**config.mk**
```make
export PLATFORM = sky130hd
export DESIGN_NAME = uart_rx
export DESIGN_NICKNAME = d
export VERILOG_FILES = /design/src/led_pkg.sv /design/src/uart_rx.sv
export SDC_FILE = /design/constraint.sdc
export NUM_CORES = 1
export LEC_CHECK = 0
export ABC_AREA = 1
export BUFFER_PORTS_ARGS = -buffer_cell sky130_fd_sc_hd__buf_4
export CAP_MARGIN = 20
export CELL_PAD_IN_SITES_DETAIL_PLACEMENT = 0
export CELL_PAD_IN_SITES_GLOBAL_PLACEMENT = 1
export CORE_AREA = 3 3 57 59
export DETAILED_ROUTE_END_ITERATION = 16
export DIE_AREA = 0 0 60 62
export PLACE_DENSITY = 0.58
export SLEW_MARGIN = 20
export SYNTH_ARGS = -nofsm -noshare
export SYNTH_HDL_FRONTEND = slang
export SYNTH_SLANG_ARGS = --single-unit
```
**constraint.sdc**
```tcl
create_clock -name clk_in -period 1.22 [get_ports clk_in]
set_input_delay 0 -clock clk_in [delete_from_list [all_inputs] [get_ports clk_in]]
set_output_delay 0 -clock clk_in [all_outputs]
set_load 0.02 [all_outputs]
```
**src/led_pkg.sv**
```systemverilog
`default_nettype none

package led_pkg;

    // uart bit timing
    localparam int clks_per_bit = 16;                      // clk_in cycles per serial bit
    localparam int baud_bits = $clog2(clks_per_bit);

    // panel geometry
    localparam int panel_rows = 32;
    localparam int panel_cols = 64;
    localparam int row_bits = 5;
    localparam int pix_bits = $clog2(panel_cols);          // pixel index within a line

    // frame buffer
    localparam int line_bytes = 128;                       // two bytes per pixel
    localparam int col_bits = $clog2(line_bytes);
    localparam int ram_addr_bits = 12;
    localparam int ram_data_bits = 8;

    // binary-coded modulation
    localparam int num_planes = 6;
    localparam int plane_bits = $clog2(num_planes);
    localparam int plane_base_cycles = 4;                  // oe cycles of plane 0
    localparam int oe_bits = $clog2(plane_base_cycles) + num_planes;

    // single-character commands
    localparam logic [7:0] cmd_red_on = "R";
    localparam logic [7:0] cmd_red_off = "r";
    localparam logic [7:0] cmd_green_on = "G";
    localparam logic [7:0] cmd_green_off = "g";
    localparam logic [7:0] cmd_blue_on = "B";
    localparam logic [7:0] cmd_blue_off = "b";
    localparam logic [7:0] cmd_plane_first = "1";          // toggles the top plane
    localparam logic [7:0] cmd_plane_last = "6";           // toggles plane 0
    localparam logic [7:0] cmd_planes_off = "0";
    localparam logic [7:0] cmd_planes_on = "9";
    localparam logic [7:0] cmd_line = "L";                 // row byte and line data follow

endpackage

`default_nettype wire

```
**src/uart_rx.sv**
```systemverilog
`timescale 1ns/100ps
`default_nettype none

module uart_rx (
    input  logic       clk_in,
    input  logic       reset,
    input  logic       rx,
    output logic [7:0] rx_data,
    output logic       rx_valid,
    output logic       rx_busy
);
    import led_pkg::*;

    typedef enum logic [1:0] {
        st_idle,
        st_start,
        st_data,
        st_stop
    } rx_state_t;

    rx_state_t            state;
    logic                 rx_meta;
    logic                 rx_sync;
    logic [baud_bits-1:0] tick_cnt;
    logic [2:0]           bit_cnt;
    logic                 bit_end;
    logic                 start_mid;

    // edge detection costs one cycle, so the start check comes one tick early
    assign start_mid = (tick_cnt == baud_bits'(clks_per_bit / 2 - 2));
    assign bit_end = (tick_cnt == baud_bits'(clks_per_bit - 1));
    assign rx_busy = (state != st_idle);

    always_ff @(posedge clk_in or posedge reset) begin
        if (reset) begin
            rx_meta <= 1'b1;                               // idle line is high
            rx_sync <= 1'b1;
        end else begin
            rx_meta <= rx;
            rx_sync <= rx_meta;
        end
    end

    always_ff @(posedge clk_in or posedge reset) begin
        if (reset) begin
            state <= st_idle;
            tick_cnt <= '0;
            bit_cnt <= '0;
            rx_valid <= 1'b0;
        end else begin
            rx_valid <= 1'b0;
            case (state)
                st_idle: begin
                    tick_cnt <= '0;
                    if (!rx_sync) begin
                        state <= st_start;                 // falling start edge
                    end
                end
                st_start: begin
                    if (start_mid) begin
                        tick_cnt <= '0;
                        bit_cnt <= '0;
                        state <= rx_sync ? st_idle : st_data;  // glitch, not a start bit
                    end else begin
                        tick_cnt <= tick_cnt + 1'b1;
                    end
                end
                st_data: begin
                    if (bit_end) begin
                        tick_cnt <= '0;
                        bit_cnt <= bit_cnt + 1'b1;
                        if (bit_cnt == 3'd7) begin
                            state <= st_stop;
                        end
                    end else begin
                        tick_cnt <= tick_cnt + 1'b1;
                    end
                end
                st_stop: begin
                    if (bit_end) begin
                        tick_cnt <= '0;
                        state <= st_idle;
                        rx_valid <= rx_sync;               // framing error drops the byte
                    end else begin
                        tick_cnt <= tick_cnt + 1'b1;
                    end
                end
                default: state <= st_idle;
            endcase
        end
    end

    // lsb arrives first and shifts down from the top
    always_ff @(posedge clk_in) begin
        if (state == st_data && bit_end) begin
            rx_data <= {rx_sync, rx_data[7:1]};
        end
    end

endmodule

`default_nettype wire

```
**Word-level counts from Yosys, hierarchy flattened**

Index checks and enable logic that the tools add are counted.

- Add/sub/neg operators: 2
- Equality and inequality tests: 11
- Mux-type cells: 15
- Reductions and logical operators: 7

Operator list:

| kind | number |
|---|---|
| 2-bit two-way mux | 6 |
| 4-bit one-hot mux with 3 select lines | 1 |
| 2-bit != test, second input constant | 5 |
| 4-bit two-way mux | 2 |
| 2-bit one-hot mux with 4 select lines | 1 |
| 3-bit two-way mux | 2 |
| 3-bit one-hot mux with 2 select lines | 1 |
| 5-bit AND reduction | 1 |
| 4-bit by 1-bit adder with 4-bit output, second input constant | 1 |
| 2-bit == test, second input constant | 2 |
| 4-bit by 3-bit == test with 1-bit output, second input constant | 1 |
| 4-bit == test, second input constant | 1 |
| 2-bit nonzero test | 2 |
| 3-bit by 1-bit adder with 3-bit output, second input constant | 1 |
| 3-bit == test, second input constant | 1 |
| 3-bit AND reduction | 1 |
| 2-bit by 1-bit == test with 1-bit output, second input constant | 1 |
| 2-bit logical NOT | 1 |
| 1-bit two-way mux | 2 |
| 2-bit OR reduction | 1 |
| 1-bit logical AND | 1 |

- Register bits: 20
- Input bits: 3
- Output and inout port bits: 10
- Word-level logic and storage cells: 42

**Depth between registers and ports, before layout**

Gate-level depths: netlist (run 1).

- Depth after elaboration: 4
- Mapped depth: 9
- Mapped depth without buffers: 9

**Worst setup path before layout (run 1)**

Ideal clock, no wire load.

- Kind: flip-flop to flip-flop
- Start point: register tick_cnt[0]
- End point: register rx_data[0] (enable)
- Library setup time: 347 ps
- Arrival time: 969 ps
- Required time: 873 ps
- Setup slack: -96 ps
- Cell stages (with the launch flop): 4
- Path buffers: 0
- Period minus slack after synthesis: 1316 ps
- Path through: dfrtp_1 ha_1 nand3_2 nor2_2

- Word-level cells in the longest chain between the ends: 2

RTL lines:

| element | line | source |
|---|---|---|
| start: declaration | uart_rx.sv:24 | `logic [baud_bits-1:0] tick_cnt;` |
| start signal: assignment | uart_rx.sv:65 | `tick_cnt <= tick_cnt + 1'b1;` |
| start signal: assignment | uart_rx.sv:76 | `tick_cnt <= tick_cnt + 1'b1;` |
| start signal: assignment | uart_rx.sv:85 | `tick_cnt <= tick_cnt + 1'b1;` |
| 4-bit == test | uart_rx.sv:31 | `assign bit_end = (tick_cnt == baud_bits'(clks_per_bit - 1));` |
| 1-bit logical AND | uart_rx.sv:95 | `if (state == st_data && bit_end) begin` |
| end signal: assignment | uart_rx.sv:96 | `rx_data <= {rx_sync, rx_data[7:1]};` |
| end: declaration | uart_rx.sv:8 | `output logic [7:0] rx_data,` |

Every way passes these cells.
A chain may end at the register's enable or synchronous reset.

**Worst setup path after layout (run 1)**

- Start point: register tick_cnt[1]
- End point: register rx_data[1] (enable)

Same word-level chain as after synthesis.

==> results of run 1 <==
-- cells in the mapped netlist --
master     n  area (um2)
inv_1      7       26.28
nor2_4     1       11.26
nand2_2    1       6.260
edfxtp_1   8       240.2
ha_1       4       50.05
o21ai_2    1       8.760
inv_2      1       3.750
buf_6      1       11.26
nand3_1    3       15.01
nand2_4    1       11.26
dfstp_2    2       52.55
o21ai_0    3       15.01
o221a_2    1       11.26
a21oi_1    1       5.000
nand3_2    1       10.01
dfrtp_1   10       250.2
nor2_1     5       18.77
o31ai_1    1       7.510
nand2_1   14       52.55
a21oi_2    1       8.760
nor2_2     2       12.51
nor3_1     1       5.000
xor2_1     1       8.760
-- area by class of cell --
| class | instances | area, um2 |
|---|---|---|
| clock buffers | 3 | 22.52 |
| repair buffers | 26 | 212.7 |
| inverters | 8 | 30.03 |
| well taps | 31 | 38.79 |
| clock inverters | 1 | 3.754 |
| multi-input cells | 42 | 322.8 |
| fillers | 270 | 1584 |
| flip-flops and latches | 20 | 543.0 |
-- worst max-delay path by stage --
stage | startpoint | end
floorplan | tick_cnt[0]$_DFF_PP0_ | rx_data[0]$_DFFE_PP_
global placement | tick_cnt[0]$_DFF_PP0_ | bit_cnt[1]$_DFFE_PP0P_
detailed placement | tick_cnt[0]$_DFF_PP0_ | bit_cnt[1]$_DFFE_PP0P_
CTS | tick_cnt[1]$_DFF_PP0_ | rx_data[3]$_DFFE_PP_
global route | tick_cnt[0]$_DFF_PP0_ | rx_data[7]$_DFFE_PP_
finish | tick_cnt[1]$_DFF_PP0_ | rx_data[1]$_DFFE_PP_
-- timing repair --
action	CTS	global route
setup buffers	2	0
setup endpoints to repair	14	15
endpoints found under the hold margin	11	0
hold buffers	2	0
pin swaps	5	1
resized for setup	5	11
-- cell families (layout without fill, tap and decap cells) --
| logic type | count (synthesis) | after routing | share of synthesized area [%] |
|---|---|---|---|
| buf+inv | 9 | 38 | 4.903 |
| fa+ha+maj | 4 | 4 | 5.944 |
| flops | 20 | 20 | 64.49 |
| xor+xnor | 1 | 1 | 1.040 |
| simple gates | 29 | 29 | 16.94 |
| compound gates | 8 | 8 | 6.686 |
-- cell usage in the layout, fill, tap and decap left out, drive strengths merged, types with 3 or more instances in the layout --
cell type | synthesis | layout
buf | 1 | 24
clkbuf | 0 | 3
dfrtp | 10 | 10
edfxtp | 8 | 8
ha | 4 | 4
inv | 8 | 8
nand2 | 16 | 16
nand3 | 4 | 4
nor2 | 8 | 8
o21ai | 4 | 4
-- power by group through the flow --
stage                     clock (mW)  sequential, mW  combinational, mW
after floorplan                    0           0.860              0.470
after global placement             0           0.879              0.707
after detailed placement           0           0.884              0.711
after CTS                      0.329           0.878              0.765
after global routing           0.364           0.903              0.931
final                          0.307           0.887              0.849
-- per-layer routing --
metal | share of wire, % | up-vias | track usage (%) | routed length (um)
met1 | 44 | 277 | 11.13 | 621
li1 | - | 292 | - | -
met5 | 0 | - | 0 | 0
met2 | 51 | 9 | 14.04 | 722
met4 | 1.5 | 0 | 4.747 | 21
met3 | 4.0 | 4 | 3.099 | 57
-- sequential cells by signal, indices dropped and copies added (netlist names), named ones only --
name / count
rx_sync: 1
tick_cnt: 4
rx_meta: 1
bit_cnt: 3
state: 1
rx_data: 8
rx_valid: 1
-- worst max-delay path, stage by stage (launching register included) --
cell     delay, ns
dfrtp_1       0.39
ha_2          0.22
nand3_4       0.10
nor2_4        0.16
buf_12        0.14
-- per-stage QoR --
| stage | setup TNS, ns | cells | power [mW] |
|---|---|---|---|
| after CTS | -0.6506 | 131 | 1.973 |
| after global placement | -0.2809 | 123 | 1.587 |
| after detailed placement | -0.8612 | 123 | 1.594 |
| after global routing | -1.373 | 131 | 2.198 |
| after floorplan | 0 | 71 | 1.330 |
| final | -0.5354 | 131 | 2.043 |
==> results.md, run 1 <==
- Post-Syn Nets: 78
- FF+latch count, synth: 20
- Clock Path Buffers: 2
- Pint: 1.304 mW
- Startpoint Class: register
- Outcome: finished with violations
- Synth warn: 0
- Largest net degree at the start of global routing: 13
- Die W: 60 um
- Syn Inst Count: 71
- DRC: 0
- DR vias: 582
- Post-place setup slack: -0.1035 ns
- RR Endpoint: rx_data[1]$_DFFE_PP_
- Worst-margin pin slew: 0.4498 ns
- Max Clock Skew: 0.003786 ns
- Area Growth Syn to Fin: 39.38%
- Tcrit/Tclk final: 104.9%
- I/O pin cnt: 13
- CP required: 1.24 ns
- Origin of the critical flop-to-flop path: tick_cnt[1]$_DFF_PP0_
- Final Critical Period: 1.280 ns
- Die area: 0.003720 mm2
- CTS Buf Count: 3
- Setup CP Type: reg -> reg
- Reg2Reg Setup Slack: -0.06 ns
- Maximum fanout along the worst path: 8
- Routed Antenna Nets: 0
- Drt total wl: 1.422 mm
- Die Y: 62 um
- TritonCTS clock tree: built
- Violated checks: negative setup slack
- WL/cell: 10.85 um
- Core footprint: 0.002758 mm2
- Worst slew margin: 69.98%
- DR vias/cell: 4.443
- Switch Pwr: 738.8 uW
- Iter 0 DRT Violations: 7
- Max Clk Rate: 781.1 MHz
- Final worst slack: -0.06022 ns
- Clk pwr share: 15.0%
- Register area share after synthesis: 64.49%
- Hold_ws: 0.2558 ns
- Port bufs: 12
- Fin. Hold Viols: 0
- Hpwl dp: 1.108 mm
- Sw Ratio: 36.16%
- PwrDens: 1741 mW/mm2
- First-pass GRT wire length: 2.435 mm
- Clock Sinks: 20
- GP Congestion: 0.7431
- Post-layout util: 42.56%
- Dpl cell area: 0.001040 mm2
- Fin nets: 108
- CTS clock-pin slew for the worst setup and hold paths: 0.11 ns
- Max Cap Viol: 0
- DRT Pass-1 Iters: 3
- Clock H-tree levels: 1
- Later-pin clock latency in the skew report: 0.29 ns
- # diodes: 0
- Final instance area: 0.001174 mm2
- Synth cell types: 23
- Fraction of layout cells with a size suffix above 1: 47.00%
- Leakage Power: 0.5172 nW
- Syn Std Cell Area: 842.1 um2
- Row Count: 19
- Total grt overflow: 0
- Logic pwr share: 41.6%
- Worst hold-check path type: in -> async
- Crit. End Element: register
- Root Driver: clkbuf_4
- Vias in the first global route: 571
- Fin. max-slew vios: 0
- GRT Overall Usage: 9.035%
- Data arrival time of the worst path: 1.30 ns
- # setup viols final: 10
- Worst IR drop on VDD: 0.0009420 V
- Initial antenna violation count: 0
- FF-to-FF path depth: 4
- Synthesized area per cell: 11.86 um2
- RSZ-0062 raised after global routing: yes
- Flop pwr share: 43.4%
- Initial core utilization: 30.54%
No activity file was read; power rests on OpenSTA's default activity.
==> run 2, diff against run 1 <==
--- a/config.mk
+++ b/config.mk
@@ -13,6 +13,8 @@
 export CORE_AREA = 3 3 57 59
 export DETAILED_ROUTE_END_ITERATION = 16
 export DIE_AREA = 0 0 60 62
+export GPL_ROUTABILITY_DRIVEN = 1
+export HOLD_SLACK_MARGIN = 0.03
 export PLACE_DENSITY = 0.58
 export SLEW_MARGIN = 20
 export SYNTH_ARGS = -nofsm -noshare
==> constraint.sdc (replaced) <==
create_clock -name clk_in -period 1.22 [get_ports clk_in]
set_input_delay 0.061 -clock clk_in [delete_from_list [all_inputs] [get_ports clk_in]]
set_output_delay 0.061 -clock clk_in [all_outputs]
set_load 0.02 [all_outputs]
==> results.md, run 2 (same netlist as run 1, synthesis figures left out) <==
- Outcome: finished with violations
- Violated checks: negative setup slack
- Fin nets: 109
- CP max stage cell: dfrtp_1
- Cell breakdown of the critical path: buf_4 > inv_2 > nand2_4 > nor2_4 > buf_12
- Worst IR drop on VDD: 0.0009624 V
- Post-layout util: 42.97%
- Die area: 0.003720 mm2
- Max FFs per register: 8
- Initial antenna violation count: 0
- GR Layer Usage met2: 14.20%
- Root Driver: clkbuf_4
- DR vias/cell: 4.477
- WL/cell: 11.36 um
- TritonCTS clock tree: built
- Vias in the first global route: 567
- Core footprint: 0.002758 mm2
- Die W: 60 um
- Max Cap Viol: 0
- CTS clock-pin slew for the worst setup and hold paths: 0.10 ns
- DRC: 0
- CTS Buf Count: 3
- Fin. Hold Viols: 0
- # diodes: 0
- Largest net degree at the start of global routing: 13
- Worst hold-check path type: in -> async
- Worst-margin pin slew: 0.4503 ns
- Fraction of layout cells with a size suffix above 1: 49.50%
- Total Negative Setup Slacks: -0.6210 ns
- Most common cell after layout, fill and taps aside: buf_4
- Routed Antenna Nets: 0
- Drt total wl: 1.499 mm
- GP Congestion: 0.7431
- Max Clock Skew: 0.002526 ns
- Port bufs: 12
- Post-place setup slack: -0.1035 ns
- Leakage Power: 0.5198 nW
- Row Count: 19
- Fin. max-slew vios: 0
- Reg2Reg Setup Slack: -0.06 ns
- Critical path destination: rx_data[7]$_DFFE_PP_
- Startpoint Class: register
- Most Crowded Layer GR: met2
- Final worst slack: -0.06259 ns
- Max Clk Rate: 779.7 MHz
- Setup CP Type: reg -> reg
- Worst slew margin: 69.95%
- CP required: 1.24 ns
- Tcrit/Tclk final: 105.1%
- DR vias: 591
- DRT Pass-1 Iters: 4
- Iter 0 DRT Violations: 10
- RSZ-0062 raised after global routing: yes
- Maximum fanout along the worst path: 8
- Critical path origin: state[0]$_DFFE_PP0P_
- Area Growth Syn to Fin: 40.71%
- Later-pin clock latency in the skew report: 0.29 ns
- Clock Sinks: 20
- Crit-path max cell delay: 0.40 ns
- I/O pin cnt: 13
- Die Y: 62 um
- Clock H-tree levels: 1
- Crit. End Element: register
- Clock Path Buffers: 2
- Initial core utilization: 30.54%
- Met3 Use GR: 3.099%
- Hpwl dp: 1.108 mm
- Met1 Use GR: 11.25%
- Most frequent cells in the layout: buf_4, nand2_1, dfrtp_1
- RR Endpoint: rx_data[7]$_DFFE_PP_
- PwrDens: 1757 mW/mm2
- Biggest register: rx_data
- Origin of the critical flop-to-flop path: state[0]$_DFFE_PP0P_
- GRT Overall Usage: 9.123%
- Data arrival time of the worst path: 1.31 ns
- FF-to-FF path depth: 5
- Top Registers: rx_data x8, tick_cnt x4, bit_cnt x3
- Total grt overflow: 0
- # setup viols final: 12
- First-pass GRT wire length: 2.456 mm
- Hold_ws: 0.3187 ns
- Final Critical Period: 1.283 ns
[run 2: metal layers]
layer	vias up	wire length (um)	share of wire, %
met5	-	0	0
met4	0	21	1.4
met3	4	62	4.1
met2	11	758	51
met1	280	657	44
li1	296	-	-
[run 2: how the worst min path moves through the flow]
stage | from | end | slack (ns)
CTS | reset | state[0]$_DFFE_PP0P_ | 0.33
floorplan | reset | async pin | -0.08
global placement | reset | state[0]$_DFFE_PP0P_ | 0.12
global route | reset | tick_cnt[3]$_DFF_PP0_ | 0.34
detailed placement | reset | state[0]$_DFFE_PP0P_ | 0.11
finish | reset | tick_cnt[3]$_DFF_PP0_ | 0.32
[run 2: final cells by class]
type / instances / area (um2)
tap: 31 / 38.79
fill: 266 / 1573
clock inverter: 1 / 3.754
sequential: 20 / 544.3
timing repair buffer: 27 / 227.7
multi-input combinational: 42 / 317.8
inverter: 8 / 30.03
clock buffer: 3 / 22.52
[run 2: repair_timing]
action | 4_1_cts | 5_1_grt
resized for setup | 9 | 10
pin swaps | 5 | 3
setup buffers | 2 | 2
hold buffers | 2 | 0
setup endpoints to repair | 14 | 15
hold endpoints to repair | 11 | 0
[run 2: critical path: cells and delay by family, from the launching register on]
family | cells | cell delay [ns]
flip-flops | 1 | 0.40
buffers and inverters | 3 | 0.36
AND/OR/NAND/NOR | 2 | 0.25
[run 2: power by group]
part,internal [mW],switching (mW)
Clock,0.119,0.187
Sequential,0.784,0.111
Combinational,0.427,0.454
Total,1.33,0.752
[run 2: metrics by stage]
stage | power (mW) | cells | area, um2
finish | 2.082 | 132 | 1185
global route | 2.232 | 132 | 1185
CTS | 1.980 | 130 | 1136
detailed placement | 1.594 | 123 | 1040
global placement | 1.587 | 123 | 1040
floorplan | 1.330 | 71 | 847.1
==> run 3, diff against run 2 <==
--- a/config.mk
+++ b/config.mk
@@ -10,12 +10,12 @@
 export CAP_MARGIN = 20
 export CELL_PAD_IN_SITES_DETAIL_PLACEMENT = 0
 export CELL_PAD_IN_SITES_GLOBAL_PLACEMENT = 1
-export CORE_AREA = 3 3 57 59
+export CORE_AREA = 3 3 52 54
 export DETAILED_ROUTE_END_ITERATION = 16
-export DIE_AREA = 0 0 60 62
+export DIE_AREA = 0 0 55 57
 export GPL_ROUTABILITY_DRIVEN = 1
 export HOLD_SLACK_MARGIN = 0.03
-export PLACE_DENSITY = 0.58
+export PLACE_DENSITY = 0.68
 export SLEW_MARGIN = 20
 export SYNTH_ARGS = -nofsm -noshare
 export SYNTH_HDL_FRONTEND = slang
==> results.md, run 3 (same netlist as run 1, synthesis figures left out) <==
- Most Crowded Layer GR: met2
- Later-pin clock latency in the skew report: 0.29 ns
- Fill cell count: 218
- Total Negative Setup Slacks: -0.5756 ns
- Clock Path Buffers: 2
- Clock H-tree levels: 1
- DRC: 0
- Sw Ratio: 35.59%
- Sum of buffers and inverters on the critical path: 1
- Worst hold-check path type: in -> async
- PwrDens: 1719 mW/mm2
- Data arrival time of the worst path: 1.32 ns
- Dpl cell area: 0.001028 mm2
- WL/cell: 11.70 um
- Outcome: finished with violations
- Core footprint: 0.002255 mm2
- Cell breakdown of the critical path: ha_2 > nand3_4 > nor2_4 > buf_6
- Most frequent cells in the layout: buf_4, nand2_1, dfrtp_1
- Fin nets: 110
- Row Count: 17
- Crit-path max cell delay: 0.39 ns
- Hpwl dp: 1.120 mm
- Biggest register: rx_data
- Vias in the first global route: 603
- Clock Sinks: 20
- Die area: 0.003135 mm2
- CTS Buf Count: 3
- RSZ-0062 raised after global routing: yes
- TritonCTS clock tree: built
- # diodes: 0
- Register area: 544.3 um2
- CTS clock-pin slew for the worst setup and hold paths: 0.11 ns
- Worst-margin pin slew: 0.4559 ns
- Routed Antenna Nets: 0
- Max FFs per register: 8
- Die W: 55 um
- Final instance area: 0.001159 mm2
- GP Congestion: 0.7692
- DRT Pass-1 Iters: 2
- Hold_ws: 0.3179 ns
- Root Driver: clkbuf_4
- GRT Overall Usage: 11.09%
- First-pass GRT wire length: 2.504 mm
- Startpoint Class: register
- Setup CP Type: reg -> reg
- Met3 Use GR: 5.483%
- Worst slew margin: 69.57%
- Worst path top cell family by delay: flip-flops
- # setup viols final: 10
- Fin. max-slew vios: 0
- Max Cap Viol: 0
- Most common cell after layout, fill and taps aside: buf_4
- Total grt overflow: 0
- Largest net degree at the start of global routing: 13
- DR vias: 583
- Tot Pwr: 1.992 mW
- Area Growth Syn to Fin: 37.59%
- CP max stage cell: dfrtp_1
- Crit. End Element: register
- Logic pwr share: 39.7%
- Violated checks: negative setup slack
- Post-layout util: 51.39%
- Maximum fanout along the worst path: 4
- Initial core utilization: 37.35%
- Die Y: 57 um
- Final Critical Period: 1.288 ns
- Max Clock Skew: 0.003475 ns
- Fraction of layout cells with a size suffix above 1: 45.10%
- Port bufs: 12
- Top Registers: rx_data x8, tick_cnt x4, bit_cnt x3
- Max Clk Rate: 776.2 MHz
- Switch Pwr: 708.8 uW
- Met1 Use GR: 12.61%
- Fin. Hold Viols: 0
- Leakage Power: 0.5302 nW
- Worst IR drop on VDD: 0.001111 V
- Pint: 1.283 mW
- Iter 0 DRT Violations: 3
- Final worst slack: -0.06837 ns
- DR vias/cell: 4.485
- Initial antenna violation count: 0
- CP required: 1.25 ns
- Tcrit/Tclk final: 105.6%
- Area of the multi-input gates: 300.3 um2
- I/O pin cnt: 13
- Flop pwr share: 44.5%
- Drt total wl: 1.521 mm
- Clk pwr share: 15.9%
- GR Layer Usage met2: 19.09%
[run 3: cell count changes in the layout (fill, tap and decap cells not counted), sizes merged]
cell / previous run / this run
clkinv: 1 / 0
buf: 25 / 26
clkbuf: 3 / 4
[run 3: metal layers]
metal / share of wire, % / wire [um]
met1: 43 / 652
met2: 52 / 795
met3: 4.8 / 73
met4: 0 / 0
met5: 0 / 0
[run 3: repair_timing]
item | 4_1_cts | 5_1_grt
buffers inserted | 5 | 0
hold endpoints to repair | 11 | 0
setup endpoints to repair | 14 | 17
pin swaps | 4 | 2
hold buffers | 2 | 0
gates resized for setup | 7 | 5
[run 3: layout make-up]
type / instances / share of cell area [%]
timing repair buffer: 28 / 19.22
inverter: 8 / 2.592
clock buffer: 4 / 2.268
multi-input combinational: 42 / 25.92
sequential: 20 / 46.98
tap: 28 / 3.024
[run 3: power groups by stage]
stage / clock network (mW) / registers (mW) / logic [mW]
global route: 0.362 / 0.900 / 0.889
detailed placement: 0 / 0.890 / 0.678
floorplan: 0 / 0.860 / 0.470
global placement: 0 / 0.888 / 0.673
finish: 0.316 / 0.885 / 0.791
CTS: 0.335 / 0.868 / 0.760
[run 3: path summary, 6_finish.rpt]
path	from	to	slack [ns]	cells after the start
setup / recovery	tick_cnt[1]$_DFF_PP0_	rx_data[3]$_DFFE_PP_	-0.07	4
hold / removal	reset	tick_cnt[1]$_DFF_PP0_	0.32	3
setup reg to reg	tick_cnt[1]$_DFF_PP0_	rx_data[3]$_DFFE_PP_	-0.07	4
hold reg to reg	rx_meta$_DFF_PP1_	rx_sync$_DFF_PP1_	0.37	0
max in group asynchronous	reset	rx_meta$_DFF_PP1_	0.56	3
min in group clk_in	rx_meta$_DFF_PP1_	rx_sync$_DFF_PP1_	0.37	0
[run 3: through the flow]
step           worst slack (ns)  instances
2_1_floorplan          0.005004         71
3_3_place_gp           -0.05621        119
3_5_place_dp            -0.1232        119
4_1_cts                -0.08042        130
5_1_grt                 -0.1486        130
6_report               -0.06837        130
[run 3: worst register-to-register path, stage by stage (launching register included)]
cell	delay, ns
dfrtp_1	0.39
ha_2	0.22
nand3_4	0.10
nor2_4	0.17
buf_6	0.14
